`src/logic/vp_clk_enables.sv`:
```
/* CPU and VDC clock-enable pulses, one cycle wide.
   A change of pal_i restarts both dividers, as the console restarts on a standard change. */
`timescale 1ns/10ps

module vp_clk_enables (
	input  logic clk_sys,
	input  logic reset,
	input  logic pal_i,
	output logic cpu_en_o,
	output logic vdc_en_o
);

	logic [1:0][3:0] div_ctr;  // [0] CPU, [1] VDC
	logic [1:0][3:0] wrap_at;
	logic [1:0]      en_q;
	logic            pal_q;

	assign wrap_at[0] = pal_i ? 4'd11 : 4'd7;  // Divide by 12 or 8
	assign wrap_at[1] = pal_i ? 4'd9 : 4'd5;   // Divide by 10 or 6

	assign cpu_en_o = en_q[0];
	assign vdc_en_o = en_q[1];

	// Follows the setting during reset as well
	always_ff @(posedge clk_sys) begin
		pal_q <= pal_i;
	end

	always_ff @(posedge clk_sys or posedge reset) begin
		if (reset) begin
			div_ctr <= '0;
			en_q    <= '0;
		end else if (pal_i != pal_q) begin
			div_ctr <= '0;  // Standard changed, restart
			en_q    <= '0;
		end else begin
			for (int i = 0; i < 2; i++) begin
				if (div_ctr[i] >= wrap_at[i]) begin
					div_ctr[i] <= 4'd0;
					en_q[i]    <= 1'b1;
				end else begin
					div_ctr[i] <= div_ctr[i] + 4'd1;
					en_q[i]    <= 1'b0;
				end
			end
		end
	end

endmodule

```
`config.mk`:
```
export PLATFORM = sky130hd
export DESIGN_NAME = vp_clk_enables
export DESIGN_NICKNAME = d
export VERILOG_FILES = /design/src/logic/vp_clk_enables.sv
export SDC_FILE = /design/constraint.sdc
export NUM_CORES = 1
export LEC_CHECK = 0
export ABC_AREA = 0
export ABC_CLOCK_PERIOD_IN_PS = 2700
export BUFFER_PORTS_ARGS = -buffer_cell sky130_fd_sc_hd__buf_2
export CAP_MARGIN = 20
export CORE_AREA = 2 2 39 41
export CTS_CLUSTER_DIAMETER = 200
export DETAILED_ROUTE_END_ITERATION = 12
export DIE_AREA = 0 0 41 43
export PLACE_DENSITY = 0.66
export RECOVER_POWER = 100
export SYNTH_ARGS = -nofsm -noshare
export SYNTH_HDL_FRONTEND = slang
export SYNTH_SLANG_ARGS = --single-unit
```
`constraint.sdc`:
```
create_clock -name clk_sys -period 2.7 [get_ports clk_sys]
set_input_delay 0.27 -clock clk_sys [delete_from_list [all_inputs] [get_ports clk_sys]]
set_output_delay 0.27 -clock clk_sys [all_outputs]
set_load 0.05 [all_outputs]
```
### Word-level counts from Yosys, hierarchy flattened

Cells that the tools add are included.

* register bits: 11
* bits in latches: 0
* memory bits (writable): 0
* bits in read-only memories: 0
* input bits: 3
* output and inout port bits: 2
* word-level logic and storage cells: 17
* memories kept: 0

* add/sub/neg operators: 2
* multiply operators: 0
* divide/modulo/power cells: 0
* magnitude comparators: 2
* equality and inequality tests: 1
* shifts and indexed selects: 0
* mux-type cells: 8
* bitwise operators: 0
* reductions and logical operators: 0

Operators by type and width (count)
* $mux 4: 4
* $add 4x1->4 const B: 2
* $ge 4x4->1: 2
* $mux 8: 1
* $mux 1: 2
* $mux 2: 1
* $ne 1x1->1: 1

### Longest topological paths before layout

* word-level depth: 4
* gate-level depth with buffers: 5
* depth with buffers taken out: 5

### Worst setup path before layout

OpenSTA, ideal clock, no wires.

* kind: reg-to-reg
* start: reg div_ctr[7] in the netlist's numbering
* end: reg en_q[1]
* setup time: 0.120 ns
* arrival time: 1.095 ns
* data required time: 2.580 ns
* slack: 1.485 ns
* stages on the path, launching flop included: 5
* buffers on the path: 0
* cell sequence: dfrtp_1 -> ha_1 -> a21oi_1 -> o21ai_0 -> and2_2

* word-level cells in the longest chain between the ends: 3

Ends and longest elaborated chain
* start: declaration: line 13 `logic [1:0][3:0] div_ctr;`
* start signal: indexed assignment: line 42 `div_ctr[i] <= div_ctr[i] + 4'd1;`
* $ge 4x4->1: line 38 `if (div_ctr[i] >= wrap_at[i]) begin`
* $mux 1: line 38
* $mux 2: line 33 `end else if (pal_i != pal_q) begin`
* end signal: assignment: line 32 `en_q <= '0;`
* end signal: assignment: line 35 `en_q <= '0;`
* end signal: indexed assignment: line 40 `en_q[i] <= 1'b1;`
* end: declaration: line 15 `logic [1:0] en_q;`

Every way passes these cells.

### Worst setup path after layout

* start: reg div_ctr[4] in the netlist's numbering
* end: reg div_ctr[4] in the netlist's numbering

* word-level cells in the longest chain between the ends: 3
* elaborated cells on any way between the ends: 4
* classes of those cells: add/sub (1); order compare (1); mux (2)

Ends and longest elaborated chain (line)
* $add 4x1->4 or $ge 4x4->1 (tied branches): 42, 38
* $mux 4 (*): 38
* $mux 8 (*): 33

Mark *: on every way between the ends. The rest lies on a longest branch, timed or not.

==> flow_summary.yaml <==
logic_synthesis:
  synth_edf_count: 0
  syn-num-nets: 61
  synth_area_leader_cell: "dfrtp_1"
  synth_commonest_cells: "dfrtp_1 (10), ha_1 (8), nor2_1 (7)"
  syn_inst: 50
  synth-seq-area-share_pct: 48.8
  ys_types: 18
  synth.most_common_cell: "dfrtp_1"
  synthFlopType: "dfrtp_1"
  avgSynthCellArea_sq_um: 11.1
  ys_ff_latch: 11
  yosys_warnings: 0
  synthArstFlopShare_pct: 90.9
  yosys-top-cells-area: "dfrtp_1 (45%), ha_1 (18%), nor2_1 (4.7%)"
  synthesis.area_sq_um: 554
  synth_top_area_share_pct: 45.1
placement:
  io_buffers: 4
  routabilityCongestion: 0.709
  dp_hpwl_um: 647
  dp_cells: 70
sta:
  max_slew_margin_pct: 60.9
  clock-skew-final_ns: 0.00543
  tightest_slew_ns: 0.590
  fin_crit_ns: 1.36
  tns_ns: 0
  hold_viol: 0
  drv_slew: 0
  max_freq_ghz: 0.734
  finalCritPeriodShare_pct: 50.5
  rsz0062_at_grt: "no"
  finalSetupViolCount: 0
die:
  fp.dieArea_sq_um: 1760
  pin_count: 5
  die_y_um: 43
  die_w_um: 41
  rows: 14
  start_util_pct: 40.1
  core_area_sq_um: 1380
power_and_ir_drop:
  leakagePower_nw: 0.312
  power_density_nw_per_um2: 662
  vdd_drop_max_mv: 0.329
route:
  drc: 0
  first_pass_iters: 3
  wl_um: 903
  vias: 361
  first_iter_violations: 2
  wl_per_cell_um: 12.0
  drt-vias-per-instance: 4.81
  detail-route-antenna-nets: 0
clocking:
  clock_tree.htree_level_count: 1
  cts_sinks: 11
  root_buffer: "clkbuf_4"
  clockBufferDepth: 2
  clk_pin_slew_ns: 0.08
  numCtsBuffers: 3
  cts_tree: "done"
  cts_setup_buffers: 0
  hold_buffers: 1
  cts_resized: 0
  clk_latency_ns: 0.27
global_routing:
  grt_pass1_vias: 390
  gr-total-overflow: 0
  grt_max_degree: 11
  grt_pass1_wl_um: 1660
  grt_usage_pct: 14.5
  antenna_found_initial: 0
worst_setup_path:
  worst-path-buf-inv: 1
  endpoint_kind: "flop"
  rr_worst_depth: 5
  worst-setup-path-type: "reg -> reg"
  cp_max_fo: 5
  cp.depth: 5
  path_cells: "inv_1 > ha_1 > nor2b_1 > o211ai_1 > nor2_1"
  cpMaxStageDelayCell: "dfrtp_1"
  crit_arrival_ns: 1.51
  crit_required_ns: 2.84
  cpPeakStageDelay_ns: 0.42
  cp-start-kind: "flop"
  cp_top_family: "flip-flops"
run_status:
  outcome: "complete, no violations"
job:
  cap_violations: 0
finish:
  final_layout_size_suffix_gt1_share_pct: 11.9
  final_cells: 75
  n_antenna_cell: 0
  area.growth.synth_to_final_pct: 11.3
  fillers: 143
  nets: 71
hold_path:
  min_path_type: "in -> reg"
  hold_depth: 1
[placed cells by master, fill, tap and decap left out, types with 2 or more instances in the layout]
cell type  instances
clkbuf_4           3
nor2_1             7
dfrtp_1           10
xor2_1             2
nand3_1            4
a21oi_1            2
inv_1              6
clkbuf_1           4
xnor2_1            2
ha_1               8
[cells by family (layout without fill, tap and decap cells)]
group | Yosys count | after routing | synth area share, %
flip-flops | 11 | 11 | 48.8
AO/OA/AOI/OAI | 5 | 5 | 6.32
buffers and inverters | 6 | 15 | 4.06
adder cells (fa/ha/maj) | 8 | 8 | 18.1
AND/OR/NAND/NOR | 15 | 15 | 13.5
XOR/XNOR | 5 | 5 | 9.26
[sequential cells by signal, indices dropped and copies added (netlist names)]
register and cells:
div_ctr 8, pal_q 1, en_q 2
[metal layers]
metal | vias to the layer above | GRT usage [%] | part of all wire, %
li1 | 181 | - | -
met1 | 171 | 19.1 | 48
met2 | 7 | 19.4 | 46
met3 | 2 | 4.71 | 4.7
met4 | 0 | 10.0 | 1.0
met5 | - | 0 | 0
[area by class of cell]
cell class	count	area, sq um	area share [%]
inverter	6	22.5	3.65
tap	16	20.0	3.25
clock buffer	4	26.3	4.26
sequential	11	270	43.8
multi-input combinational	33	251	40.8
timing repair buffer	5	26.3	4.26
[worst reg2reg max path, cell delays in order (launching register included)]
cell,delay [ns]
dfrtp_1,0.42
inv_1,0.06
ha_1,0.18
nor2b_1,0.13
o211ai_1,0.36
nor2_1,0.08
[power breakdown]
group          internal [mW]  switching [mW]
sequential             0.186          0.0196
clock                 0.0572          0.0581
combinational         0.0352          0.0524
[through the flow]
stage | instance area, sq um | hold slack (ns) | total power, mW | setup slack (ns) | utilization [%]
after floorplan | 554 | 0.110 | 0.276 | 1.49 | -
after global placement | 594 | 0.262 | 0.293 | 1.32 | 42.9
after detailed placement | 594 | 0.269 | 0.299 | 1.24 | 42.9
after CTS | 631 | 0.201 | 0.417 | 1.38 | 45.6
after global routing | 617 | 0.254 | 0.442 | 1.20 | 44.6
final | 617 | 0.249 | 0.408 | 1.34 | 44.6
[worst paths after layout]
kind	to	startpoint	slack, ns
hold reg to reg	div_ctr[0]$_DFF_PP0_	div_ctr[0]$_DFF_PP0_	0.48
min in group asynchronous	div_ctr[2]$_DFF_PP0_	reset	0.52
setup reg to reg	div_ctr[4]$_DFF_PP0_	div_ctr[4]$_DFF_PP0_	1.34
setup / recovery	div_ctr[4]$_DFF_PP0_	div_ctr[4]$_DFF_PP0_	1.34
hold / removal	pal_q$_DFF_P_	pal_i	0.25
max in group asynchronous	div_ctr[6]$_DFF_PP0_	reset	1.90
Note: power is estimated with default switching activity, not from simulation.
