File: config.mk
export PLATFORM = sky130hd
export DESIGN_NAME = vp_palette
export DESIGN_NICKNAME = d
export VERILOG_FILES = /design/src/logic/vp_palette.sv
export SDC_FILE = /design/constraint.sdc
export NUM_CORES = 1
export LEC_CHECK = 0
export ABC_AREA = 0
export BUFFER_PORTS_ARGS = -buffer_cell sky130_fd_sc_hd__buf_4
export CORE_AREA = 2 2 85 87
export CTS_CLUSTER_SIZE = 20
export DETAILED_ROUTE_END_ITERATION = 7
export DIE_AREA = 0 0 87 89
export GPL_TIMING_DRIVEN = 1
export PLACE_DENSITY = 0.53
export SYNTH_ARGS = -nofsm -noshare
export SYNTH_HDL_FRONTEND = slang
export SYNTH_SLANG_ARGS = --single-unit
File: constraint.sdc
create_clock -name clk_sys -period 1.1 [get_ports clk_sys]
set_input_delay 0.22 -clock clk_sys [delete_from_list [all_inputs] [get_ports clk_sys]]
set_output_delay 0.22 -clock clk_sys [all_outputs]
set_load 0.1 [all_outputs]
File: src/logic/vp_palette.sv
/* Console colour index {R, G, B, luma} to 24-bit RGB, NTSC or PAL table.
   The output only moves on the VDC enable. */
`timescale 1ns/10ps

module vp_palette (
	input  logic        clk_sys,
	input  logic        reset,
	input  logic        vdc_en_i,
	input  logic        pal_palette_i,
	input  logic [3:0]  color_idx_i,
	output logic [23:0] rgb_o
);

	// Calibrated NTSC set, pairs of dark and luma entries
	localparam logic [23:0] LUT_NTSC [16] = '{
		24'h000000, 24'h676767, 24'h1a37be, 24'h5c80f6,  // Black, blue
		24'h006d07, 24'h56c469, 24'h2aaabe, 24'h77e6eb,  // Green, cyan
		24'h790000, 24'hc75151, 24'h94309f, 24'hdc84e8,  // Red, magenta
		24'h77670b, 24'hc6b86a, 24'hcecece, 24'hffffff   // Yellow, white
	};

	localparam logic [23:0] LUT_PAL [16] = '{
		24'h000000, 24'h494949, 24'h0000b6, 24'h4949ff,
		24'h00b601, 24'h49ff49, 24'h00b6c9, 24'h49ffff,
		24'hb60000, 24'hff4949, 24'hb600b6, 24'hff49ff,
		24'hb6b600, 24'hffff49, 24'hb6b6b6, 24'hffffff
	};

	always_ff @(posedge clk_sys or posedge reset) begin
		if (reset)
			rgb_o <= 24'h000000;
		else if (vdc_en_i)
			rgb_o <= pal_palette_i ? LUT_PAL[color_idx_i] : LUT_NTSC[color_idx_i];
	end

endmodule

; ---- After elaboration in Yosys (flattened, before gate mapping)
; Memories as Yosys holds them, arrays and structs flattened.
; Cells that the tools add are included.
[word_totals]
register_bits = 24
mem_bits_ro = 768
inputBits = 8
output_inout_bits = 24
word_cells = 10
n_memories = 2
[mem_list]
columns = name, depth, word_bits, read_ports, rd_clocked_by_memory_dff, wr, line_no
row1 = (name not given), 16, 24, 1, 0, 0, 33  ; rgb_o <= pal_palette_i ? LUT_PAL[color_idx_i] : LUT_NTSC[color_idx_i];
row2 = (name not given), 16, 24, 1, 0, 0, 33
[op_classes]
order_cmp = 1
mux = 5
n_bitwise = 1
[ops]
columns = op, n
row1 = two-way mux 24 bit, 5
row2 = >= comparator 5 bit (second input constant), 1
row3 = NOT 4 -> 5 bit, 1

; ---- Depth between registers and ports, before layout
[depth]
word_depth = 5
ltp_mapped = 8
mapped_depth_nobuf = 6

; ---- Worst setup path before layout
; No wires, ideal clock.
[synth_path]
path_kind = input-to-reg
start = input port color_idx_i[1]
end = register rgb_o[0]
setup_time_ps = 135
arrival_ps = 1562
t_required_ps = 965
slack_ps = -597
path_stages = 8
path_buffers = 2
path_cell_list = buf_2 > inv_1 > ha_1 > clkbuf_1 > nand2b_1 > nor3b_1 > a311oi_1 > o22ai_1
[synth_between]
elab_chain_cells = 5
word_cells_on_any_way = 8
cone_classes = mux (5) / bitwise (1) / memory (2)
[synth_rtl]
columns = item, line_no
row1 = start: declaration, 10  ; input logic [3:0] color_idx_i,
row2 = NOT 4 -> 5 bit (implied by the code) (*), 33
row3 = memory (16 x 24 bit), n/a
row4 = two-way mux 24 bit (implied by the code) (2 in series), 33
row5 = two-way mux 24 bit (*), 33
row6 = end signal: assignment, 33
row7 = end: declaration, 11  ; output logic [23:0] rgb_o
; Mark *: on every way between the ends. The rest lies on a longest branch, timed or not. The select of a mux whose other input is x is not followed.
; A chain may end at the register's enable or synchronous reset.

; ---- Worst setup path in the final report
[layout_path]
start = input port color_idx_i[0]
end = register rgb_o[21]
; The elaborated chain is that of the path after synthesis.

==> qor.csv <==
stage,metric,value,unit
cells_and_area,Fillers,662,
detailed_routing,drt via density,4.79,
grt,first-pass GRT wire length,8720,um
hold_path,Hold EP,rgb_o[17],
synth,Yosys cell types,51,
clocking,CTS root buf,clkbuf_8,
power,Internal Power,2300,uW
synth,syn avg cell area,8.79,sq um
sta,Final Hold Violating Endpoints,0,
synth,Syn. warnings,0,
hold_path,Hold Crit Depth,3,
grt,GRT Residual Overflow,0,
synth,Post-synth EDFFs,0,
cells_and_area,Biggest register,rgb_o,
power,clock power share,20.5,%
detailed_routing,1st-pass router iterations,4,
power,pwr/cell area,1320,nW/um^2
synth,most common library cells after synthesis,"dfrtp_1 (24), nand2_1 (17), a21oi_1 (16)",
sta,Slew @ Worst Pin,0.391,ns
sta,Final WS setup,-0.167,ns
floorplan,Die Height,89,um
sta,fmax,789,MHz
synth,syn_nets,206,
grt,vias in the first global route,1714,
sta,RSZ-0062 raised after global routing,true,
synth,top_reg_cell synth,dfrtp_1,
synth,"top cells by area, synth","dfrtp_1 (36%), ha_1 (6.0%), a21oi_1 (4.8%), nand2_1 (3.8%), nand2b_1 (3.7%)",
synth,Syn Inst Count,190,
synth,post-synth top area share,36.0,%
hold_path,Worst Min Path Start,vdc_en_i,
cells_and_area,area growth from synthesis to layout,78.4,%
synth,synthesized area,1670,sq um
grt,initial antenna violation count,0,
floorplan,Die Width,87,um
hold_path,worst hold path type,in2reg,
worst_setup_path,critical path arrival,1.44,ns
clocking,CTS tree,built,
outcome,run status,"finished, violations left",
cells_and_area,Finished Cell Area,2980,sq um
synth,most common cell in the netlist,dfrtp_1,
floorplan,site row count,30,
worst_setup_path,startpoint types,input port,
cells_and_area,fin cells,349,
worst_setup_path,reg2reg setup slack,0.04,ns
worst_setup_path,R2R Path End,rgb_o[2],
sta,Slew Limit Fails,0,
cells_and_area,ant diodes,0,
worst_setup_path,R2R depth,2,
placement,gpl congestion,0.854,
worst_setup_path,Crit Path Max Fanout,6,
flow_run,# Max-Cap Violations,0,
worst_setup_path,Critical Path Sink Type,flip-flop,
power,Psw,1640,uW
detailed_routing,final WL,5160,um
power,share of power burned in registers,28.4,%
placement,PortBufs,31,
synth,#FFs+latches synth,24,
sta,endpoints failing setup,18,
synth,largest area contributor in the synthesized netlist,dfrtp_1,
clocking,worst skew pair latency,0.27,ns
clocking,htree depth,1,
sta,Slew HR,73.7,%
detailed_routing,DR iter-0 viols,85,
grt,largest net degree at the start of global routing,25,
synth,ys async rst share,100,%
power,Pwr Total,3950,uW
floorplan,Top-Level Pins,32,
cells_and_area,max FFs per register,24,
worst_setup_path,r2r startpoint,rgb_o[2],
detailed_routing,total number of vias,1671,
grt,GRT Total Usage,14.1,%
placement,Placement Cell Area,2380,sq um
cells_and_area,Largest regs,rgb_o: 24 flops,
sta,hold_ws,0.302,ns
power,peak supply drop,0.656,mV
floorplan,Starting Density,24.9,%
power,Sw Share,41.6,%
sta,Tmin final,1.27,ns
placement,pre-CTS WS,-0.430,ns
sta,period utilisation layout,115,%
placement,placed insts,330,
floorplan,core box area,6720,sq um
sta,clock skew,0,ns
clocking,CTS Buffer Depth,2,
worst_setup_path,"Data required, critical path",1.27,ns
cells_and_area,Final #Nets,286,
power,Gate power share,51.2,%
detailed_routing,Routed WL per cell,14.8,um
detailed_routing,Detail Route Antenna Nets,0,
clocking,"CTS clk-pin slew, worst paths",0.10,ns
cells_and_area,share of cells above drive strength 1,56.5,%
power,leak pwr,0.00128,uW
floorplan,full die area,7740,sq um
detailed_routing,final routed DRC violation total,0,
outcome,failing checks,setup timing,
placement,HPWL after DPL,3780,um
clocking,CTS Buf Count,3,
worst_setup_path,Setup CP Type,in2reg,
clocking,clk sinks,24,
synth,"Seq/Total Area, Yosys",36.0,%
per-layer routing:
metal	vias to the layer above	share of wire, %	GRT usage (%)
li1	844	-	-
met3	2	3.3	2.86
met1	799	49	19.9
met4	0	0.33	1.70
met5	-	0	0
met2	26	47	23.0
stage by stage:
stage | TNS (ns) | utilization, %
2_1_floorplan | -2.40 | -
3_3_place_gp | -6.50 | 35.5
3_5_place_dp | -7.09 | 35.5
4_1_cts | -0.578 | 40.9
5_1_grt | -2.65 | 44.4
6_report | -1.08 | 44.4
critical path, stage by stage:
cell	delay [ns]
buf_12	0.09
clkinvlp_4	0.15
ha_4	0.35
buf_6	0.12
nand2_1	0.06
o21ai_1	0.09
a21oi_1	0.10
mux2_4	0.26
logic make-up after synthesis:
logic type                 count (synthesis)  share of synthesized area (%)
DFF                                       24                           36.0
AOI/OAI and AO/OA                         64                           26.7
adders and majority gates                  8                           5.99
and+or+nand+nor                           57                           17.5
muxes                                      9                           5.92
xor gates and xnor gates                   1                          0.524
buffers and inverters                     27                           7.34
worst max-delay path by stage:
stage	from	to	slack, ns
4_1_cts	rgb_o[2]	rgb_o[2]	-0.1
6_report	color_idx_i[0]	rgb_o[21]	-0.17
3_3_place_gp	color_idx_i[1]	rgb_o[16]	-0.41
5_1_grt	color_idx_i[0]	rgb_o[21]	-0.23
3_5_place_dp	color_idx_i[0]	rgb_o[16]	-0.43
2_1_floorplan	color_idx_i[1]	rgb_o[0]	-0.30
power groups by stage:
stage          logic (uW)  clock network [uW]  registers (uW)
6_report             2020                 807            1120
5_1_grt              2120                 874            1140
4_1_cts              1840                 838            1100
3_5_place_dp         1640                   0            1090
3_3_place_gp         1640                   0            1080
2_1_floorplan         425                   0            1860
cell usage in the layout (no fill, tap or decap), types with 2 or more instances in the layout:
cell type,instances
buf_4,58
buf_12,24
dfrtp_2,22
nand2_1,15
a21oi_1,15
nor2_1,13
inv_1,9
nand2b_1,7
o21ai_1,7
a31oi_1,6
buf_6,6
o21ai_0,4
a22o_1,4
mux2_2,4
nand2b_4,4
o22a_1,4
nand3_1,3
ha_4,3
ha_2,3
clkbuf_8,3
nor2_2,2
and2b_1,2
a221oi_2,2
nor2b_1,2
mux2i_1,2
mux2_4,2
nand2_2,2
o211ai_1,2
a21boi_1,2
ha_1,2
buf_8,2
cell type report:
cell class | instances | area (sq um) | share of cell area, %
Clock buffer | 3 | 41.3 | 1.39
Tap cell | 80 | 100 | 3.36
Multi-Input combinational cell | 139 | 1100 | 36.9
Inverter | 11 | 52.6 | 1.76
Clock inverter | 1 | 30.0 | 1.01
Sequential cell | 24 | 632 | 21.2
Timing Repair Buffer | 91 | 1020 | 34.3
what timing repair did:
item / 4_1_cts / 5_1_grt
hold buffers: 1 / 0
setup buffers: 4 / 10
gates resized for setup: 59 / 39
pin swaps: 4 / 8
hold endpoints to repair: 8 / 0
endpoints found under the setup margin: 36 / 40
No activity file was read; power rests on OpenSTA's default activity.
