$ cat src/logic/vp_pkg.sv
/* Shared widths, bus records and download indices for the console glue logic.
   Pad and joystick records keep the bit layout of the host gamepad words. */
package vp_pkg;

	localparam int CART_AW   = 12;  // Console cartridge address
	localparam int DL_AW     = 14;  // Download address, covers a 16K image
	localparam int CART_SZ_W = 16;

	localparam logic [7:0] DL_IDX_XROM = 8'd2;

	// Image sizes that select a banked mapping
	localparam logic [CART_SZ_W-1:0] CART_4K  = 16'h1000;
	localparam logic [CART_SZ_W-1:0] CART_8K  = 16'h2000;
	localparam logic [CART_SZ_W-1:0] CART_16K = 16'h4000;

	typedef struct packed {
		logic             active;
		logic             wr;
		logic [7:0]       index;
		logic [DL_AW-1:0] addr;
		logic [7:0]       data;
	} dl_req_t;

	typedef struct packed {
		logic [CART_AW-1:0] addr;
		logic               bs0;
		logic               bs1;
		logic               cs_n;
		logic               psen_n;
	} cart_bus_t;

	// Keys 1 to 9 in numpad[8:0], key 0 in numpad[9]
	typedef struct packed {
		logic [9:0] numpad;
		logic       reset;
		logic       action;
		logic       up;
		logic       down;
		logic       left;
		logic       right;
	} pad_t;

	// Active low, index 1 is the left player
	typedef struct packed {
		logic [1:0] up;
		logic [1:0] down;
		logic [1:0] left;
		logic [1:0] right;
		logic [1:0] action;
		logic       reset_n;
	} joy_lines_t;

	typedef struct packed {
		logic [7:0] ascii;
		logic       released;
	} key_evt_t;

endpackage

$ cat src/logic/vp_cart_loader.sv
/* Measures each download and maps the console cartridge bus onto the ROM.
   Image sizes other than 4K, 8K and 16K fall back to the unbanked 2K+2K layout. */
`timescale 1ns/10ps

module vp_cart_loader import vp_pkg::*; #(
	parameter int ROM_AW = 14
) (
	input  logic              clk_sys,
	input  logic              reset,
	input  dl_req_t           dl_i,
	input  cart_bus_t         cart_i,
	output logic [ROM_AW-1:0] rom_addr_o,
	output logic              rom_rd_o
);

	logic                 active_q;
	logic                 xrom;       // Current image is an external ROM
	logic [CART_SZ_W-1:0] cart_size;
	logic [CART_AW+1:0]   map_addr;

	always_ff @(posedge clk_sys or posedge reset) begin
		if (reset) begin
			active_q  <= 1'b0;
			xrom      <= 1'b0;
			cart_size <= '0;
		end else begin
			active_q <= dl_i.active;
			if (dl_i.active && !active_q) begin
				cart_size <= '0;  // New download
				xrom      <= (dl_i.index == DL_IDX_XROM);
			end else if (dl_i.active && dl_i.wr) begin
				cart_size <= cart_size + 1'b1;
			end
		end
	end

	////////////////////////////////////////////////////////////////////////////
	// Cartridge address mapping

	// A10 only reaches the ROM in the 16K layout
	always_comb begin
		if (xrom) begin
			map_addr = {2'b00, cart_i.addr};
		end else begin
			case (cart_size)
				CART_4K:  map_addr = {2'b00, cart_i.bs0, cart_i.addr[11], cart_i.addr[9:0]};
				CART_8K:  map_addr = {1'b0, cart_i.bs1, cart_i.bs0, cart_i.addr[11],
					cart_i.addr[9:0]};
				CART_16K: map_addr = {cart_i.bs1, cart_i.bs0, cart_i.addr};
				default:  map_addr = {3'b000, cart_i.addr[11], cart_i.addr[9:0]};
			endcase
		end
	end

	assign rom_addr_o = ROM_AW'(map_addr);

	// External ROM answers outside the bank-0 cartridge window
	assign rom_rd_o = xrom ? ((~cart_i.bs0 | cart_i.cs_n) & ~cart_i.psen_n) : ~cart_i.psen_n;

endmodule

$ cat config.mk
export PLATFORM = sky130hd
export DESIGN_NAME = vp_cart_loader
export DESIGN_NICKNAME = d
export VERILOG_FILES = /design/src/logic/vp_pkg.sv /design/src/logic/vp_cart_loader.sv
export SDC_FILE = /design/constraint.sdc
export NUM_CORES = 1
export LEC_CHECK = 0
export BUFFER_PORTS_ARGS = -buffer_cell sky130_fd_sc_hd__buf_2
export CAP_MARGIN = 20
export CORE_MARGIN = 5
export CORE_UTILIZATION = 35
export DETAILED_ROUTE_END_ITERATION = 8
export PLACE_DENSITY = 0.64
export SYNTH_ARGS = -nofsm -noshare
export SYNTH_HDL_FRONTEND = slang
export SYNTH_SLANG_ARGS = --single-unit
export TNS_END_PERCENT = 30
$ cat constraint.sdc
create_clock -name clk_sys -period 3.15 [get_ports clk_sys]
set_clock_uncertainty 0.1 [all_clocks]
set_input_delay 0 -clock clk_sys [delete_from_list [all_inputs] [get_ports clk_sys]]
set_output_delay 0 -clock clk_sys [all_outputs]
set_load 0.005 [all_outputs]
== Yosys cells after proc, flatten, opt, wreduce, memory -nomap -nowiden ==
Index checks and enable logic that the tools add are counted.
Widths: inputs -> output; s select.

* Register bits after elaboration: 18
* Input bits: 50
* Word-level logic and storage cells: 21

* Add/subtract/negate cells: 1
* Eq/ne operators: 4
* Multiplexer cells: 5
* Bitwise gates (word level): 4
* Reduce and logical (&&, ||, !) cells: 4

{| class="wikitable"
|+ Operator list
! operator !! count
|-
| $pmux 14 s3 || 1
|-
| $mux 16 || 2
|-
| $add 16x1->16 const B || 1
|-
| $eq 16x13->1 const B || 1
|-
| $eq 16x14->1 const B || 1
|-
| $eq 16x15->1 const B || 1
|-
| $mux 14 || 1
|-
| $eq 8x2->1 const B || 1
|-
| $logic_and 1x1->1 || 2
|-
| $not 1->1 || 2
|-
| $reduce_bool 2->1 || 1
|-
| $and 1x1->1 || 1
|-
| $logic_not 1->1 || 1
|-
| $mux 1 || 1
|-
| $or 1x1->1 || 1
|}

== Longest topological paths before layout ==
* Depth in word-level cells: 4
* Mapped depth: 6
* Mapped depth without buffers: 6

== Worst setup path before layout ==
Ideal clock, no wire load.

* Path kind: register to output
* Start point: reg cart_size[0]
* End point: out rom_addr_o[10]
* Data arrival time: 1779 ps
* Required time: 3050 ps
* Slack: 1271 ps
* Cell stages (with the launch flop): 7
* Path buffers: 0
* Cell sequence: dfrtp_1 > inv_1 > ha_1 > or4b_1 > nor4b_1 > nor2_1 > mux2_1

* Word-level cells in the longest chain between the ends: 3

{| class="wikitable"
|+ RTL lines
! what !! line !! source
|-
| start, declared || vp_cart_loader.sv:18 || <nowiki>logic [CART_SZ_W-1:0] cart_size;</nowiki>
|-
| start signal, assigned || vp_cart_loader.sv:32 || <nowiki>cart_size <= cart_size + 1'b1;</nowiki>
|-
| $eq 16x15->1 (tied with other cells) || vp_cart_loader.sv:45 || <nowiki>case (cart_size)</nowiki>
|-
| $pmux 14 s3 * || vp_cart_loader.sv:45 ||
|-
| $mux 14 * || vp_cart_loader.sv:42 || <nowiki>if (xrom) begin</nowiki>
|-
| end, declared || vp_cart_loader.sv:12 || <nowiki>output logic [ROM_AW-1:0] rom_addr_o,</nowiki>
|}

Mark *: on every way between the ends. The rest lies on a longest branch, timed or not.

== Worst setup path in the final report ==
Same ends and word-level chain as after synthesis.

==> results.md <==
* Critical path capture point: rom_addr_o[10]
* Commonest non-fill, non-tap cells in the layout: 22 x sky130_fd_sc_hd__buf_2, 18 x sky130_fd_sc_hd__dfrtp_1, 16 x sky130_fd_sc_hd__dlygate4sd3_1, 12 x sky130_fd_sc_hd__nor2_1, 11 x sky130_fd_sc_hd__nand2_1
* GRT Resource Usage Total at 11.7%
* Average cell area after synthesis at 8.92 sq um
* Sum of routed wire length over all layers at 2570 microns
* Share of the synthesized area in compound gates (AO/OA/AOI/OAI) at 11.7%
* Clock latency at the later pin of the worst-skew pair at 0.30 ns
* Yosys warning count at 0
* Setup TNS at 0 ns
* Core outline area at 0.00310 sq mm
* Number of diodes at 0
* Average routed wire per standard cell at 12.7 microns
* Leading cell type in the layout, fill and taps excluded: sky130_fd_sc_hd__buf_2
* Outcome: complete, no violations
* Count of input and output buffers at 22
* Vertical extent of the die at 67.4 microns
* Clock sink count at 18
* Ports placed on the boundary at 65
* Pin count of the biggest net entering global routing at 19
* Number of nets in the layout at 212
* Via count of the first global-routing pass at 932
* Unrepaired setup endpoints after global routing: no
* Final HPWL DP at 1860 microns
* Post-synth top area cell: sky130_fd_sc_hd__dfrtp_1
* Total Power Consumption at 443 uW
* Terminus of the critical flop-to-flop path: cart_size[14]
* Number of levels the H-tree was split into at 1
* Min Clock Period, post-route at 2.47 ns
* Cell at the root of the clock tree: sky130_fd_sc_hd__clkbuf_4
* Pwr/cell area at 311 mW/mm^2
* Share of the cycle needed by the critical path after routing at 78.6%
* Hold Fails Final Rpt at 0
* Clock slew at reported path FFs at 0.09 ns
* Total DRC errors in the routed layout at 0
* Final number of max-transition violations at 0
* Post-route non-filler standard cell count at 203
* Mux cell area share after synthesis at 0.978%
* Number of core rows at 20
* Post-synthesis sequential area ratio at 39.1%
* Leakage power figure at 0.000647 uW
* Proportion of synthesized flip-flops having asynchronous set or reset at 100%
* Leading cell types by total area after synthesis: sky130_fd_sc_hd__dfrtp_1 39%, sky130_fd_sc_hd__buf_4 7.2%, sky130_fd_sc_hd__o21ai_0 4.3%, sky130_fd_sc_hd__nor2_1 3.9%, sky130_fd_sc_hd__nand4_4 3.7%
* Floorplan die area at 0.00454 sq mm
* Share of synthesized cell area in full adder, half adder and majority cells at 2.17%
* Worst vdd rail ir drop at 0.000162 V
* Achievable Freq at 404 MHz
* Number of search-and-repair iterations in the first detailed-routing pass at 4
* Area Overhead vs Synth at 23.9%
* Slew at the pin with the worst max-slew slack at 0.819 ns
* Share of synthesized cell area in and, or, nand and nor gates at 29.5%
* Number of antenna violations at the first check in global routing at 0
* Xor/xnor share of the synthesized area at 6.09%
* Relative slew slack at 45.2%
* Type of origin of the critical path: flip-flop
* Initial DRC Count at 26
* Gr ovfl total at 0
* Vias per std cell at 5.02
* Setup Fix Bufs, Post-CTS at 0
* TritonCTS clock tree: done
* Crit-path max FO at 6
* Initial cell density of the core at 37.1%
* Worst min-delay path class: input port to output port
* Startpoint of the lowest-slack register-to-register path: cart_size[0]
* Proportion of netlist area held by the largest area contributor at 39.1%
* Max Cap Violations at 0
* Number of instances in the synthesized netlist at 129
* Number of buffers on the longest clock path at 2
* X dimension of the die at 67.4 microns
* Dominant combinational cell family by area after synthesis: simple AND/OR/NAND/NOR gates
* Data arrival time of the critical path at 2.37 ns
* Flip-flop and latch count after synthesis at 18
* Post-Synthesis Net Count at 181
* CTS-repair resized insts at 0
* Via count at 1020
* Netlist cell types at 33
* EDFF count, synth at 0
* Critical path launch point: cart_size[0]
* Netlist area before placement at 0.00115 sq mm
* Placed Cells at 183
* ANT nets after route at 0
* Hold buffer count at CTS at 16
* Routability cong. at 0.790
* Path depth of the worst reg2reg path at 5
* Synth Flop Type: sky130_fd_sc_hd__dfrtp_1
* CP endpoint kind: output port
* Fraction of layout instances using a drive strength above 1 at 20.8%
* Clock buffers created by TritonCTS at 3
* Setup violators final at 0
* First-pass GRT wire length at 4020 microns
* Flop2flop setup slack at 1.19 ns
* Type of the setup path with the least slack: flip-flop to output port
* Required time at the worst-slack endpoint at 3.05 ns
-- layer usage --
layer | routed length (microns) | GRT usage [%] | part of all wire (%) | vias to the layer above
li1 | - | - | - | 508
met4 | 10 | 2.28 | 0.39 | 0
met2 | 1270 | 20.9 | 49 | 33
met1 | 1120 | 13.8 | 43 | 477
met3 | 172 | 3.49 | 6.7 | 2
met5 | 0 | 0 | 0 | -
-- per-stage QoR --
stage                     setup slack [ns]  util [%]  cell area, sq um  hold WS, ns
after detailed placement             0.991      39.6              1230       -0.100
after CTS                            0.644      46.0              1430        0.119
after floorplan                       1.27         -              1150       -0.161
after global placement                1.04      39.6              1230       -0.100
final                                0.675      46.0              1430        0.118
after global routing                 0.455      46.0              1430        0.132
-- final cells by class --
cell class	instances	area [sq um]
fillers	324	1680
multi-input cells	90	581
flip-flops and latches	18	450
repair buffers	38	270
well taps	44	55.1
clock buffers	4	36.3
inverters	9	33.8
-- worst min-delay path by stage --
stage	startpoint	depth (start not counted)	slack (ns)	end
2_1_floorplan	reset	1	-0.16	active_q
3_3_place_gp	cart_i[7]	0	-0.1	rom_addr_o[3]
3_5_place_dp	cart_i[7]	0	-0.1	rom_addr_o[3]
4_1_cts	cart_i[0]	3	0.12	rom_rd_o
5_1_grt	cart_i[0]	3	0.13	rom_rd_o
6_report	cart_i[0]	3	0.12	rom_rd_o
-- Yosys cell counts (3+ instances only) --
library cell,instances
sky130_fd_sc_hd__or4_1,3
sky130_fd_sc_hd__nand2_1,11
sky130_fd_sc_hd__nand3_1,3
sky130_fd_sc_hd__nor2_1,12
sky130_fd_sc_hd__o21ai_0,10
sky130_fd_sc_hd__nand3b_1,3
sky130_fd_sc_hd__nor3_1,5
sky130_fd_sc_hd__a21oi_1,7
sky130_fd_sc_hd__dfrtp_1,18
sky130_fd_sc_hd__xnor2_1,4
sky130_fd_sc_hd__inv_1,9
sky130_fd_sc_hd__buf_4,11
sky130_fd_sc_hd__nand4_1,4
sky130_fd_sc_hd__xor2_1,4
-- state kept, by name, summed over array words and instances (netlist names) --
signal,flops
active_q,1
cart_size,16
xrom,1
-- worst max-delay path, cell delays in order (launching register included) --
cell	delay, ns
sky130_fd_sc_hd__dfrtp_1	0.46
sky130_fd_sc_hd__inv_1	0.09
sky130_fd_sc_hd__ha_1	0.15
sky130_fd_sc_hd__or4b_1	0.47
sky130_fd_sc_hd__nor4b_1	0.37
sky130_fd_sc_hd__nor2_1	0.10
sky130_fd_sc_hd__mux2_1	0.33
sky130_fd_sc_hd__buf_2	0.13
-- cell families after synthesis --
group,count (synthesis)
buf+inv,21
compound gates,23
mux,1
xor+xnor,8
fa+ha+maj,2
flops,18
simple gates,56
-- power by group --
part | internal, uW | switching [uW] | total (uW)
Sequential | 235 | 6.42 | 241
Clock | 70.5 | 71.9 | 142
Combinational | 29.8 | 30.0 | 59.8
Note: power is estimated with default switching activity, not from simulation.
