[config.mk]
export PLATFORM = sky130hd
export DESIGN_NAME = vp_input_ctrl
export DESIGN_NICKNAME = d
export VERILOG_FILES = /design/src/logic/vp_pkg.sv /design/src/logic/vp_key_encoder.sv /design/src/logic/vp_input_ctrl.sv
export SDC_FILE = /design/constraint.sdc
export NUM_CORES = 1
export LEC_CHECK = 0
export BUFFER_PORTS_ARGS = -buffer_cell sky130_fd_sc_hd__buf_2
export CAP_MARGIN = 20
export CELL_PAD_IN_SITES_DETAIL_PLACEMENT = 1
export CELL_PAD_IN_SITES_GLOBAL_PLACEMENT = 1
export CORE_MARGIN = 1
export CORE_UTILIZATION = 40
export CTS_CLUSTER_SIZE = 24
export DETAILED_ROUTE_END_ITERATION = 6
export MAX_ROUTING_LAYER = met4
export PLACE_DENSITY_LB_ADDON = 0.12
export REMOVE_ABC_BUFFERS = 1
export SLEW_MARGIN = 15
export SYNTH_ARGS = -nofsm -noshare
export SYNTH_HDL_FRONTEND = slang
export SYNTH_SLANG_ARGS = --single-unit
[constraint.sdc]
create_clock -name clk_sys -period 2.7 [get_ports clk_sys]
set_clock_uncertainty 0.2 [all_clocks]
set_input_delay 0.54 -clock clk_sys [delete_from_list [all_inputs] [get_ports clk_sys]]
set_output_delay 0.54 -clock clk_sys [all_outputs]
set_load 0.02 [all_outputs]
[src/logic/vp_pkg.sv]
/* Shared widths, bus records and download indices for the console glue logic.
   Pad and joystick records keep the bit layout of the host gamepad words. */
package vp_pkg;

	localparam int CART_AW   = 12;  // Console cartridge address
	localparam int DL_AW     = 14;  // Download address, covers a 16K image
	localparam int CART_SZ_W = 16;

	localparam logic [7:0] DL_IDX_XROM = 8'd2;

	// Image sizes that select a banked mapping
	localparam logic [CART_SZ_W-1:0] CART_4K  = 16'h1000;
	localparam logic [CART_SZ_W-1:0] CART_8K  = 16'h2000;
	localparam logic [CART_SZ_W-1:0] CART_16K = 16'h4000;

	typedef struct packed {
		logic             active;
		logic             wr;
		logic [7:0]       index;
		logic [DL_AW-1:0] addr;
		logic [7:0]       data;
	} dl_req_t;

	typedef struct packed {
		logic [CART_AW-1:0] addr;
		logic               bs0;
		logic               bs1;
		logic               cs_n;
		logic               psen_n;
	} cart_bus_t;

	// Keys 1 to 9 in numpad[8:0], key 0 in numpad[9]
	typedef struct packed {
		logic [9:0] numpad;
		logic       reset;
		logic       action;
		logic       up;
		logic       down;
		logic       left;
		logic       right;
	} pad_t;

	// Active low, index 1 is the left player
	typedef struct packed {
		logic [1:0] up;
		logic [1:0] down;
		logic [1:0] left;
		logic [1:0] right;
		logic [1:0] action;
		logic       reset_n;
	} joy_lines_t;

	typedef struct packed {
		logic [7:0] ascii;
		logic       released;
	} key_evt_t;

endpackage

[src/logic/vp_key_encoder.sv]
/* PS/2 set 2 scan codes and number-pad keys to ASCII key events.
   One output slot, events that arrive while it is full are lost. */
`timescale 1ns/10ps

module vp_key_encoder import vp_pkg::*; (
	input  logic        clk_sys,
	input  logic        reset,
	input  logic [10:0] ps2_key_i,
	input  logic [9:0]  numpad_i,
	input  logic        numpad_chg_i,
	input  logic        key_ready_i,
	output logic        key_valid_o,
	output key_evt_t    key_evt_o
);

	// Make codes for "0" to "9" and "a" to "z"
	localparam logic [7:0] DIGIT_SC [10] = '{8'h45, 8'h16, 8'h1e, 8'h26, 8'h25,
		8'h2e, 8'h36, 8'h3d, 8'h3e, 8'h46};
	localparam logic [7:0] LETTER_SC [26] = '{8'h1c, 8'h32, 8'h21, 8'h23, 8'h24,
		8'h2b, 8'h34, 8'h33, 8'h43, 8'h3b, 8'h42, 8'h4b, 8'h3a, 8'h31, 8'h44,
		8'h4d, 8'h15, 8'h2d, 8'h1b, 8'h2c, 8'h3c, 8'h2a, 8'h1d, 8'h22, 8'h35, 8'h1a};

	function automatic logic [7:0] scan_to_ascii(input logic [7:0] sc);
		logic [7:0] asc;
		case (sc)
			8'h29:   asc = " ";
			8'h79:   asc = "+";
			8'h7b:   asc = "-";
			8'h7c:   asc = "*";
			8'h4a:   asc = "/";
			8'h55:   asc = "=";
			8'h1f:   asc = 8'h11;  // Left GUI, yes
			8'h27:   asc = 8'h12;  // Right GUI, no
			8'h5a:   asc = 8'd10;  // Enter
			8'h66:   asc = 8'd8;   // Backspace
			default: asc = 8'h00;
		endcase
		for (int i = 0; i < 10; i++)
			if (sc == DIGIT_SC[i])
				asc = 8'h30 + 8'(i);
		for (int i = 0; i < 26; i++)
			if (sc == LETTER_SC[i])
				asc = 8'h61 + 8'(i);
		return asc;
	endfunction

	// Lowest pressed key wins
	function automatic logic [7:0] pad_to_ascii(input logic [9:0] pad);
		logic [7:0] asc;
		asc = 8'h00;
		for (int i = 9; i >= 0; i--)
			if (pad[i])
				asc = (i == 9) ? 8'h30 : 8'h31 + 8'(i);
		return asc;
	endfunction

	logic       strb_q;
	logic       ps2_tgl;
	logic       ps2_chg, ps2_rel;
	logic       pad_chg, pad_rel;
	logic [7:0] ps2_ascii, pad_ascii;
	logic       evt_pend, slot_free;

	assign ps2_tgl = ps2_key_i[10] ^ strb_q;

	////////////////////////////////////////////////////////////////////////////
	// Stage 1, detect and translate

	always_ff @(posedge clk_sys or posedge reset) begin
		if (reset) begin
			strb_q  <= 1'b0;
			ps2_chg <= 1'b0;
			ps2_rel <= 1'b1;
			pad_chg <= 1'b0;
			pad_rel <= 1'b1;
		end else begin
			strb_q  <= ps2_key_i[10];
			ps2_chg <= ps2_tgl;
			ps2_rel <= ~ps2_key_i[9];
			pad_chg <= numpad_chg_i;
			pad_rel <= (numpad_i == '0);
		end
	end

	always_ff @(posedge clk_sys) begin
		if (ps2_tgl)
			ps2_ascii <= scan_to_ascii(ps2_key_i[7:0]);
		if (numpad_i != '0)
			pad_ascii <= pad_to_ascii(numpad_i);  // Kept for the release event
	end

	////////////////////////////////////////////////////////////////////////////
	// Stage 2, output slot

	assign evt_pend  = ps2_chg | pad_chg;
	assign slot_free = ~key_valid_o | key_ready_i;

	always_ff @(posedge clk_sys or posedge reset) begin
		if (reset)
			key_valid_o <= 1'b0;
		else if (evt_pend && slot_free)
			key_valid_o <= 1'b1;
		else if (key_ready_i)
			key_valid_o <= 1'b0;
	end

	always_ff @(posedge clk_sys) begin
		if (evt_pend && slot_free) begin
			key_evt_o.ascii    <= ps2_chg ? ps2_ascii : pad_ascii;  // PS/2 first
			key_evt_o.released <= ps2_rel & pad_rel;
		end
	end

endmodule

[src/logic/vp_input_ctrl.sv]
/* Gamepad routing to the console joystick lines and keyboard events.
   Both number pads merge into one, so the same key on two pads is one key. */
`timescale 1ns/10ps

module vp_input_ctrl import vp_pkg::*; (
	input  logic        clk_sys,
	input  logic        reset,
	input  pad_t        pad_a_i,
	input  pad_t        pad_b_i,
	input  logic        joy_swap_i,
	input  logic [10:0] ps2_key_i,
	input  logic        key_ready_i,
	output joy_lines_t  joy_o,
	output logic        key_valid_o,
	output key_evt_t    key_evt_o
);

	pad_t       pad_l, pad_r;   // After the swap
	logic [9:0] numpad, numpad_q;
	logic       numpad_chg;

	assign pad_l = joy_swap_i ? pad_b_i : pad_a_i;
	assign pad_r = joy_swap_i ? pad_a_i : pad_b_i;

	// Lines are low when pressed
	always_comb begin
		joy_o.up      = ~{pad_l.up, pad_r.up};
		joy_o.down    = ~{pad_l.down, pad_r.down};
		joy_o.left    = ~{pad_l.left, pad_r.left};
		joy_o.right   = ~{pad_l.right, pad_r.right};
		joy_o.action  = ~{pad_l.action, pad_r.action};
		joy_o.reset_n = ~(pad_l.reset & pad_r.reset);  // Needs both pads
	end

	assign numpad = pad_a_i.numpad | pad_b_i.numpad;

	always_ff @(posedge clk_sys or posedge reset) begin
		if (reset)
			numpad_q <= '0;
		else
			numpad_q <= numpad;
	end

	assign numpad_chg = (numpad != numpad_q);

	vp_key_encoder u_key_encoder (
		.clk_sys      (clk_sys),
		.reset        (reset),
		.ps2_key_i    (ps2_key_i),
		.numpad_i     (numpad),
		.numpad_chg_i (numpad_chg),
		.key_ready_i  (key_ready_i),
		.key_valid_o  (key_valid_o),
		.key_evt_o    (key_evt_o)
	);

endmodule

# == Word level (Yosys, flattened, before mapping) ==
# Index checks and enable logic that the tools add are counted.
# op_classes
n_eq_ne,47
mux,50
bitwise_logic,14
n_reduce_logical,11
# op_table
operator,n
$eq 8x6->1 const B,24
$mux 5,25
$eq 8x7->1 const B,14
$eq 8x5->1 const B,8
$pmux 6 s10,1
$mux 4,10
$reduce_or 36->1,1
$reduce_or 26->1,1
$mux 6,3
$mux 3,4
$reduce_or 11->1,1
$logic_not 10->1,1
$ne 10x10->1,1
$not 2->2,5
$or 10x10->10,1
$reduce_bool 10->1,1
$reduce_or 9->1,1
$mux 2,4
$mux 7,1
$reduce_or 7->1,1
$reduce_or 3->1,2
$not 1->1,3
$and 1x1->1,2
$mux 1,2
4 further kinds,5
# word_totals
register_bits,38
inputBits,47
out_inout_bits,21
elab_cells,140

# == Depth between registers and ports, before layout ==
# Gate-level depths: netlist of run 1.
# logic_depth
depth_word,37
mapped_depth,8
mapped_depth_nobuf,6

# == Hierarchy ==
# A second synthesis of run 1 with hierarchy kept.
# unflattened
cells_unflattened,271
hier_area_um2,2557.5
# by_module_without_submodules
module,instances,cells_per_inst,area_per_inst_um2,seq_area_each_um2
vp_key_encoder,1,225,2018.2,753.2
vp_input_ctrl,1,46,539.3,250.2

# == Worst setup path after synthesis of run 1 ==
# OpenSTA, ideal clock, no wires.
# synth_path
kind,input -> register
from,input port ps2_key_i[5]
to,"register u_key_encoder.ps2_ascii[5], data pin"
setup_time_ps,272
arrival_time_ps,1857
required_time_ps,2228
slack_ps,372
stages,7
n_path_buf,2
path_cell_list,buf_6 > or3b_4 > buf_6 > a21oi_2 > o41ai_2 > nand4_1 > or4_1
# synth_via
elab_chain_len,2
# synth_rtl
item,line_no,text
start: declaration,vp_input_ctrl.sv:11,"input logic [10:0] ps2_key_i,"
"$eq 8x5->1, or another cell as far along",vp_key_encoder.sv:42,if (sc == LETTER_SC[i])
$reduce_or 36->1 (no line) or $pmux 6 s10 (tied branches),--,
end signal: assignment,vp_key_encoder.sv:87,ps2_ascii <= scan_to_ascii(ps2_key_i[7:0]);
end: declaration,vp_key_encoder.sv:61,"logic [7:0] ps2_ascii, pad_ascii;"
# Several ways; a longest one is shown, not always the timed one.
# A chain may end at the register's enable or synchronous reset.

# == Worst setup path in the final report of run 1 ==
# layout_path
from,input port ps2_key_i[1]
to,"register u_key_encoder.ps2_ascii[5], data pin"
# Same word-level chain as after synthesis.

==> results of run 1 <==
## synthesized netlist by cell type, drive strengths merged, types with 2 or more instances
master,number
a21o,2
a21oi,15
a22o,2
and2,3
and3,3
and4b,2
buf,16
clkbuf,9
dfrtp,14
dfstp,2
edfxtp,20
inv,14
mux2,4
mux2i,11
nand2,16
nand2b,5
nand3,11
nand3b,2
nand4,7
nand4b,3
nor2,19
nor2b,7
nor3,8
nor3b,6
nor4,3
nor4b,2
o211ai,2
o21ai,11
o21bai,3
o31ai,4
o32a,2
or2,2
or3,5
or3b,2
or4b,2
or4bb,2
xnor2,9
xor2,4
## layer usage
metal,wire length (um),global-route usage [%]
met1,3200,30.5
met2,3400,38.8
met3,408,5.00
met4,72,5.09
met5,0,-
## power groups by stage
stage,logic [mW],clock network [mW],registers [mW]
after floorplan,0.135,0,0.653
after global placement,0.300,0,0.641
after detailed placement,0.308,0,0.644
after CTS,0.310,0.375,0.633
after global routing,0.340,0.405,0.636
final,0.309,0.371,0.632
## registers in the layout (all words and copies together), names as in the netlist
register / cells
numpad_q: 10
u_key_encoder.key_evt_o: 8
u_key_encoder.key_valid_o: 1
u_key_encoder.pad_ascii: 5
u_key_encoder.pad_chg: 1
u_key_encoder.pad_rel: 1
u_key_encoder.ps2_ascii: 7
u_key_encoder.ps2_chg: 1
u_key_encoder.ps2_rel: 1
u_key_encoder.strb_q: 1
## kinds of logic (layout without fill, tap and decap cells)
group           count (synthesis)  count (layout)  share of synthesized area, %
mux                            15              15                          6.07
xor+xnor                       13              13                          4.45
buf+inv                        39             118                          7.97
compound gates                 55              55                          14.9
other cells                     1               1                         0.147
simple gates                  115             115                          27.3
flops                          36              36                          39.2
## layout make-up
class	instances	share of cell area, %
Multi-Input combinational cell	199	42.8
Clock buffer	6	2.30
Clock inverter	2	0.357
Inverter	14	1.67
Timing Repair Buffer	96	18.1
Tap cell	75	2.98
Sequential cell	36	31.8
## worst paths after layout
path,start,to,slack [ns],cells after the start
worst max-delay path,ps2_key_i[1],u_key_encoder.ps2_ascii[5],0.33,6
worst min-delay path,reset,numpad_q[9],0.15,2
worst max register to register,u_key_encoder.ps2_chg,u_key_encoder.key_evt_o[5],0.91,2
worst min register to register,u_key_encoder.pad_chg,u_key_encoder.key_valid_o,0.28,2
max in group asynchronous,reset,numpad_q[3],1.71,2
min in group clk_sys,ps2_key_i[9],u_key_encoder.ps2_rel,0.16,2
## metrics by stage
| step | cell area (sq um) | utilization [%] |
|---|---|---|
| after floorplan | 2410 | - |
| after detailed placement | 3070 | 50.7 |
| after global placement | 3070 | 50.7 |
| after CTS | 3150 | 52.0 |
| after global routing | 3150 | 52.0 |
| final | 3150 | 52.0 |
## critical path: stages
cell	delay [ns]
buf_2	0.27
nor2b_1	0.11
o221a_1	0.28
o41ai_2	0.26
nand4_1	0.23
or4_1	0.51
==> impl_metrics.env, run 1 <==
export IMPL_initial_utilization_pct=42.2
export IMPL_track_usage_pct=23.9
export IMPL_routabilityCongestion=0.860
export IMPL_diodes=0
export IMPL_slew_headroom_pct=48.2
export IMPL_area_growth_pct=23.3
export IMPL_grt_overflow=0
export IMPL_p_sw_share_pct=29.1
export IMPL_dp_hpwl_um=5580
export IMPL_p_int_mw=0.930
export IMPL_synth_edff_count=20
export IMPL_drive_above_1_share_pct=33.7
export IMPL_synth_main_ff_cell="edfxtp_1"
export IMPL_multi_input_area_sq_um=1350
export IMPL_comb_power_share_pct=23.5
export IMPL_ys_types=64
export IMPL_p_leak_nw=1.37
export IMPL_ff_latch_area_sq_um=1000
export IMPL_cts_htree_levels=2
export IMPL_fin_setup_tns_ns=0
export IMPL_ant_nets=0
export IMPL_switchingPower_mw=0.381
export IMPL_power_frac_clock_pct=28.3
export IMPL_core_sq_um=6060
export IMPL_cts_tree="built"
export IMPL_cts_hold_buf=0
export IMPL_final_cell_mix="buf_2, buf_4, edfxtp_1, nor2_1, nand2_1"
export IMPL_synth_top_area_share_pct=23.5
export IMPL_clk_insertion_delay_late_ns=0.29
export IMPL_yosys_warnings=0
export IMPL_hp_class="input port to asynchronous set/reset pin"
export IMPL_wl_um=7080
export IMPL_drtPass1Iterations=4
export IMPL_worst_pin_slew_ns=0.777
export IMPL_max_cap_violations=0
export IMPL_wl_per_cell_um=16.5
export IMPL_via_per_inst=5.61
export IMPL_num_rows=28
export IMPL_place_ws_ns=0.0577
export IMPL_irDropWorstVdd_uv=284
export IMPL_fill_cells=739
export IMPL_cp_start_kind="input port"
export IMPL_slew_violations=0
export IMPL_grt_pass1_wl_um=11600
export IMPL_cts_root_buf="clkbuf_8"
export IMPL_cp_arrival_ns=2.20
export IMPL_layout_nets=399
export IMPL_total_power_mw=1.31
export IMPL_crit_type="input port to flop"
export IMPL_hold_viol=0
export IMPL_synth_top_area_cell="edfxtp_1"
export IMPL_io_buffer_count=65
export IMPL_grt_pass1_vias=2370
export IMPL_ios=68
export IMPL_drc=0
export IMPL_grt_setup_unrepaired="false"
export IMPL_status="finished clean"
export IMPL_fin_crit_ns=2.37
export IMPL_setup_violations=0
export IMPL_numCtsBuffers=5
export IMPL_syn_area_sq_um=2560
export IMPL_cts_sink_count=36
export IMPL_cts_resized=0
export IMPL_crit_required_ns=2.53
export IMPL_ys_seq_area_share_pct=39.2
export IMPL_post_cts_setup_buffers=0
export IMPL_fp_dieW_um=82.0
export IMPL_p_per_area_nw_per_um2=416
export IMPL_hold_ws_ns=0.145
export IMPL_cp_end_kind="flop"
export IMPL_die_h_um=82.0
export IMPL_final_common_cell="buf_2"
export IMPL_synth_area_leaders="edfxtp_1, dfrtp_1, mux2i_1"
export IMPL_pwr_share_seq_pct=48.2
export IMPL_antenna_found_initial=0
export IMPL_async_flop_share_pct=44.4
export IMPL_ys_ff_latch=36
export IMPL_setup_slack_ns=0.329
export IMPL_first_iter_violations=183
export IMPL_syn_inst=274
export IMPL_critPathMaxFanout=20
export IMPL_num_vias=2400
export IMPL_grt_max_degree=21
export IMPL_design_die_area_sq_um=6720
export IMPL_stdcell_count=428
export IMPL_clk_pin_slew_ns=0.07
export IMPL_max_freq_mhz=422
export IMPL_dpl_cell_count=420
export IMPL_clockBufferDepth=2
export IMPL_finalCritPeriodShare_pct=87.8
export IMPL_synth_avg_cell_area_sq_um=9.33
Note: power is estimated with default switching activity, not from simulation.
==> run 2: changes to the inputs <==
Settings changed: CORE_ASPECT_RATIO set to 0.75, CTS_BUF_LIST set to sky130_fd_sc_hd__clkbuf_4.
==> impl_metrics.env, run 2 (synthesized netlist as in run 1, its figures left out) <==
export IMPL_worstSetupStartpoint="ps2_key_i[1]"
export IMPL_cts_htree_levels=2
export IMPL_setup_slack_ns=0.424
export IMPL_clk_pin_slew_ns=0.11
export IMPL_die_h_um=71.3
export IMPL_fin_crit_ns=2.28
export IMPL_irDropWorstVdd_uv=238
export IMPL_layout_nets=399
export IMPL_reg2reg_depth=2
export IMPL_largest_register="numpad_q"
export IMPL_critical_path_top_delay_family="simple AND/OR/NAND/NOR gates"
export IMPL_worst_pin_slew_ns=0.764
export IMPL_final_cell_mix="buf_2, buf_4, edfxtp_1, nor2_1, nand2_1"
export IMPL_finalCritPeriodShare_pct=84.3
export IMPL_cp_start_kind="input port"
export IMPL_via_per_inst=5.53
export IMPL_r2r_end="u_key_encoder.key_evt_o[1]"
export IMPL_core_sq_um=5980
export IMPL_num_vias=2382
export IMPL_cp_depth=6
export IMPL_slew_violations=0
export IMPL_crit_end="u_key_encoder.ps2_ascii[5]"
export IMPL_wl_um=7160
export IMPL_largest_reg_flops=10
export IMPL_total_power_mw=1.32
export IMPL_diodes=0
export IMPL_r2r_slack_ns=0.91
export IMPL_critPathMaxFanout=17
export IMPL_max_cap_violations=0
export IMPL_cp_slowest_cell="or4_1"
export IMPL_post_cts_setup_buffers=0
export IMPL_ff_latch_area_sq_um=1000
export IMPL_track_usage_pct=24.0
export IMPL_grt_pass1_wl_um=12000
export IMPL_drc=0
export IMPL_drtPass1Iterations=4
export IMPL_p_per_area_nw_per_um2=420
export IMPL_design_die_area_sq_um=6720
export IMPL_hold_viol=0
export IMPL_r2r_start="u_key_encoder.ps2_chg"
export IMPL_initial_utilization_pct=42.8
export IMPL_wl_per_cell_um=16.6
export IMPL_fill_cells=736
export IMPL_antenna_found_initial=0
export IMPL_p_leak_nw=1.38
export IMPL_slew_headroom_pct=49.1
export IMPL_place_ws_ns=0.0620
export IMPL_num_rows=24
export IMPL_path_buf_inv=1
export IMPL_cts_sink_count=36
export IMPL_grt_setup_unrepaired="false"
export IMPL_dp_hpwl_um=5650
export IMPL_clk_insertion_delay_late_ns=0.33
export IMPL_ant_nets=0
export IMPL_cts_tree="built"
export IMPL_fin_setup_tns_ns=0
export IMPL_cts_root_buf="clkbuf_4"
export IMPL_cp_arrival_ns=2.16
export IMPL_io_buffer_count=65
export IMPL_first_iter_violations=179
export IMPL_max_freq_mhz=439
export IMPL_grt_overflow=0
export IMPL_multi_input_area_sq_um=1350
export IMPL_hp_class="input port to asynchronous set/reset pin"
export IMPL_final_common_cell="buf_2"
export IMPL_clockBufferDepth=2
export IMPL_numCtsBuffers=5
export IMPL_setup_violations=0
export IMPL_cts_resized=0
export IMPL_critical_path_cell_chain="buf_2 > nor2b_1 > o221a_1 > o41ai_2 > nand4_1 > or4_1"
export IMPL_crit_required_ns=2.59
export IMPL_slowest_delay_ns=0.51
export IMPL_drive_above_1_share_pct=34.3
export IMPL_ios=68
export IMPL_grt_max_degree=21
export IMPL_cts_hold_buf=0
export IMPL_routabilityCongestion=0.905
export IMPL_crit_type="input port to flop"
export IMPL_area_growth_pct=23.3
export IMPL_status="finished clean"
export IMPL_cp_end_kind="flop"
export IMPL_top_regs="numpad_q: 10 flops, u_key_encoder.key_evt_o: 8 flops, u_key_encoder.ps2_ascii: 7 flops"
export IMPL_fp_dieW_um=94.3
export IMPL_grt_pass1_vias=2390
## run 2: cell types whose count changed in the layout (fill, tap and decap cells not counted)
cell	delta
clkinvlp_4	-1
clkbuf_8	-5
clkinv_1	-1
clkinv_2	+1
bufinv_16	+1
clkbuf_1	-1
clkbuf_4	+6
## run 2: final cells by class
type                    instances  area share, %
inverters                      14           1.67
repair buffers                 96           18.1
clock buffers                   6           1.43
multi-input cells             199           42.8
flip-flops and latches         36           31.8
clock inverters                 2           1.11
well taps                      78           3.09
## run 2: power by group
group	switching (mW)	total [mW]	leakage, nW	internal (mW)
Clock	0.178	0.382	0.0456	0.204
Sequential	0.0133	0.632	0.372	0.618
Combinational	0.179	0.311	0.963	0.132
Total	0.370	1.32	1.38	0.954
## run 2: how the worst min path moves through the flow
stage                           from                         to  slack, ns  depth (start not counted)
2_1_floorplan  u_key_encoder.pad_chg  u_key_encoder.key_valid_o       0.23                          2
3_3_place_gp   u_key_encoder.pad_chg  u_key_encoder.key_valid_o       0.24                          2
4_1_cts                        reset      u_key_encoder.pad_chg       0.08                          2
6_report                       reset      u_key_encoder.pad_chg       0.08                          2
3_5_place_dp   u_key_encoder.pad_chg  u_key_encoder.key_valid_o       0.26                          2
5_1_grt                 ps2_key_i[9]      u_key_encoder.ps2_rel       0.08                          2
## run 2: per-layer routing
| layer | global-route usage [%] | part of all wire, % | up-vias |
|---|---|---|---|
| li1 | - | - | 1156 |
| met3 | 5.63 | 7.6 | 6 |
| met1 | 33.7 | 48 | 1132 |
| met4 | 4.62 | 0.67 | 0 |
| met2 | 35.6 | 44 | 88 |
| met5 | - | 0 | - |
## run 2: stage by stage
stage	utilization [%]	cells	hold slack [ns]	cell area [sq um]
2_1_floorplan	-	249	0.229	2410
3_3_place_gp	51.4	423	0.244	3070
3_5_place_dp	51.4	423	0.260	3070
4_1_cts	52.8	431	0.0800	3150
5_1_grt	52.8	431	0.0802	3150
6_report	52.8	431	0.0842	3150
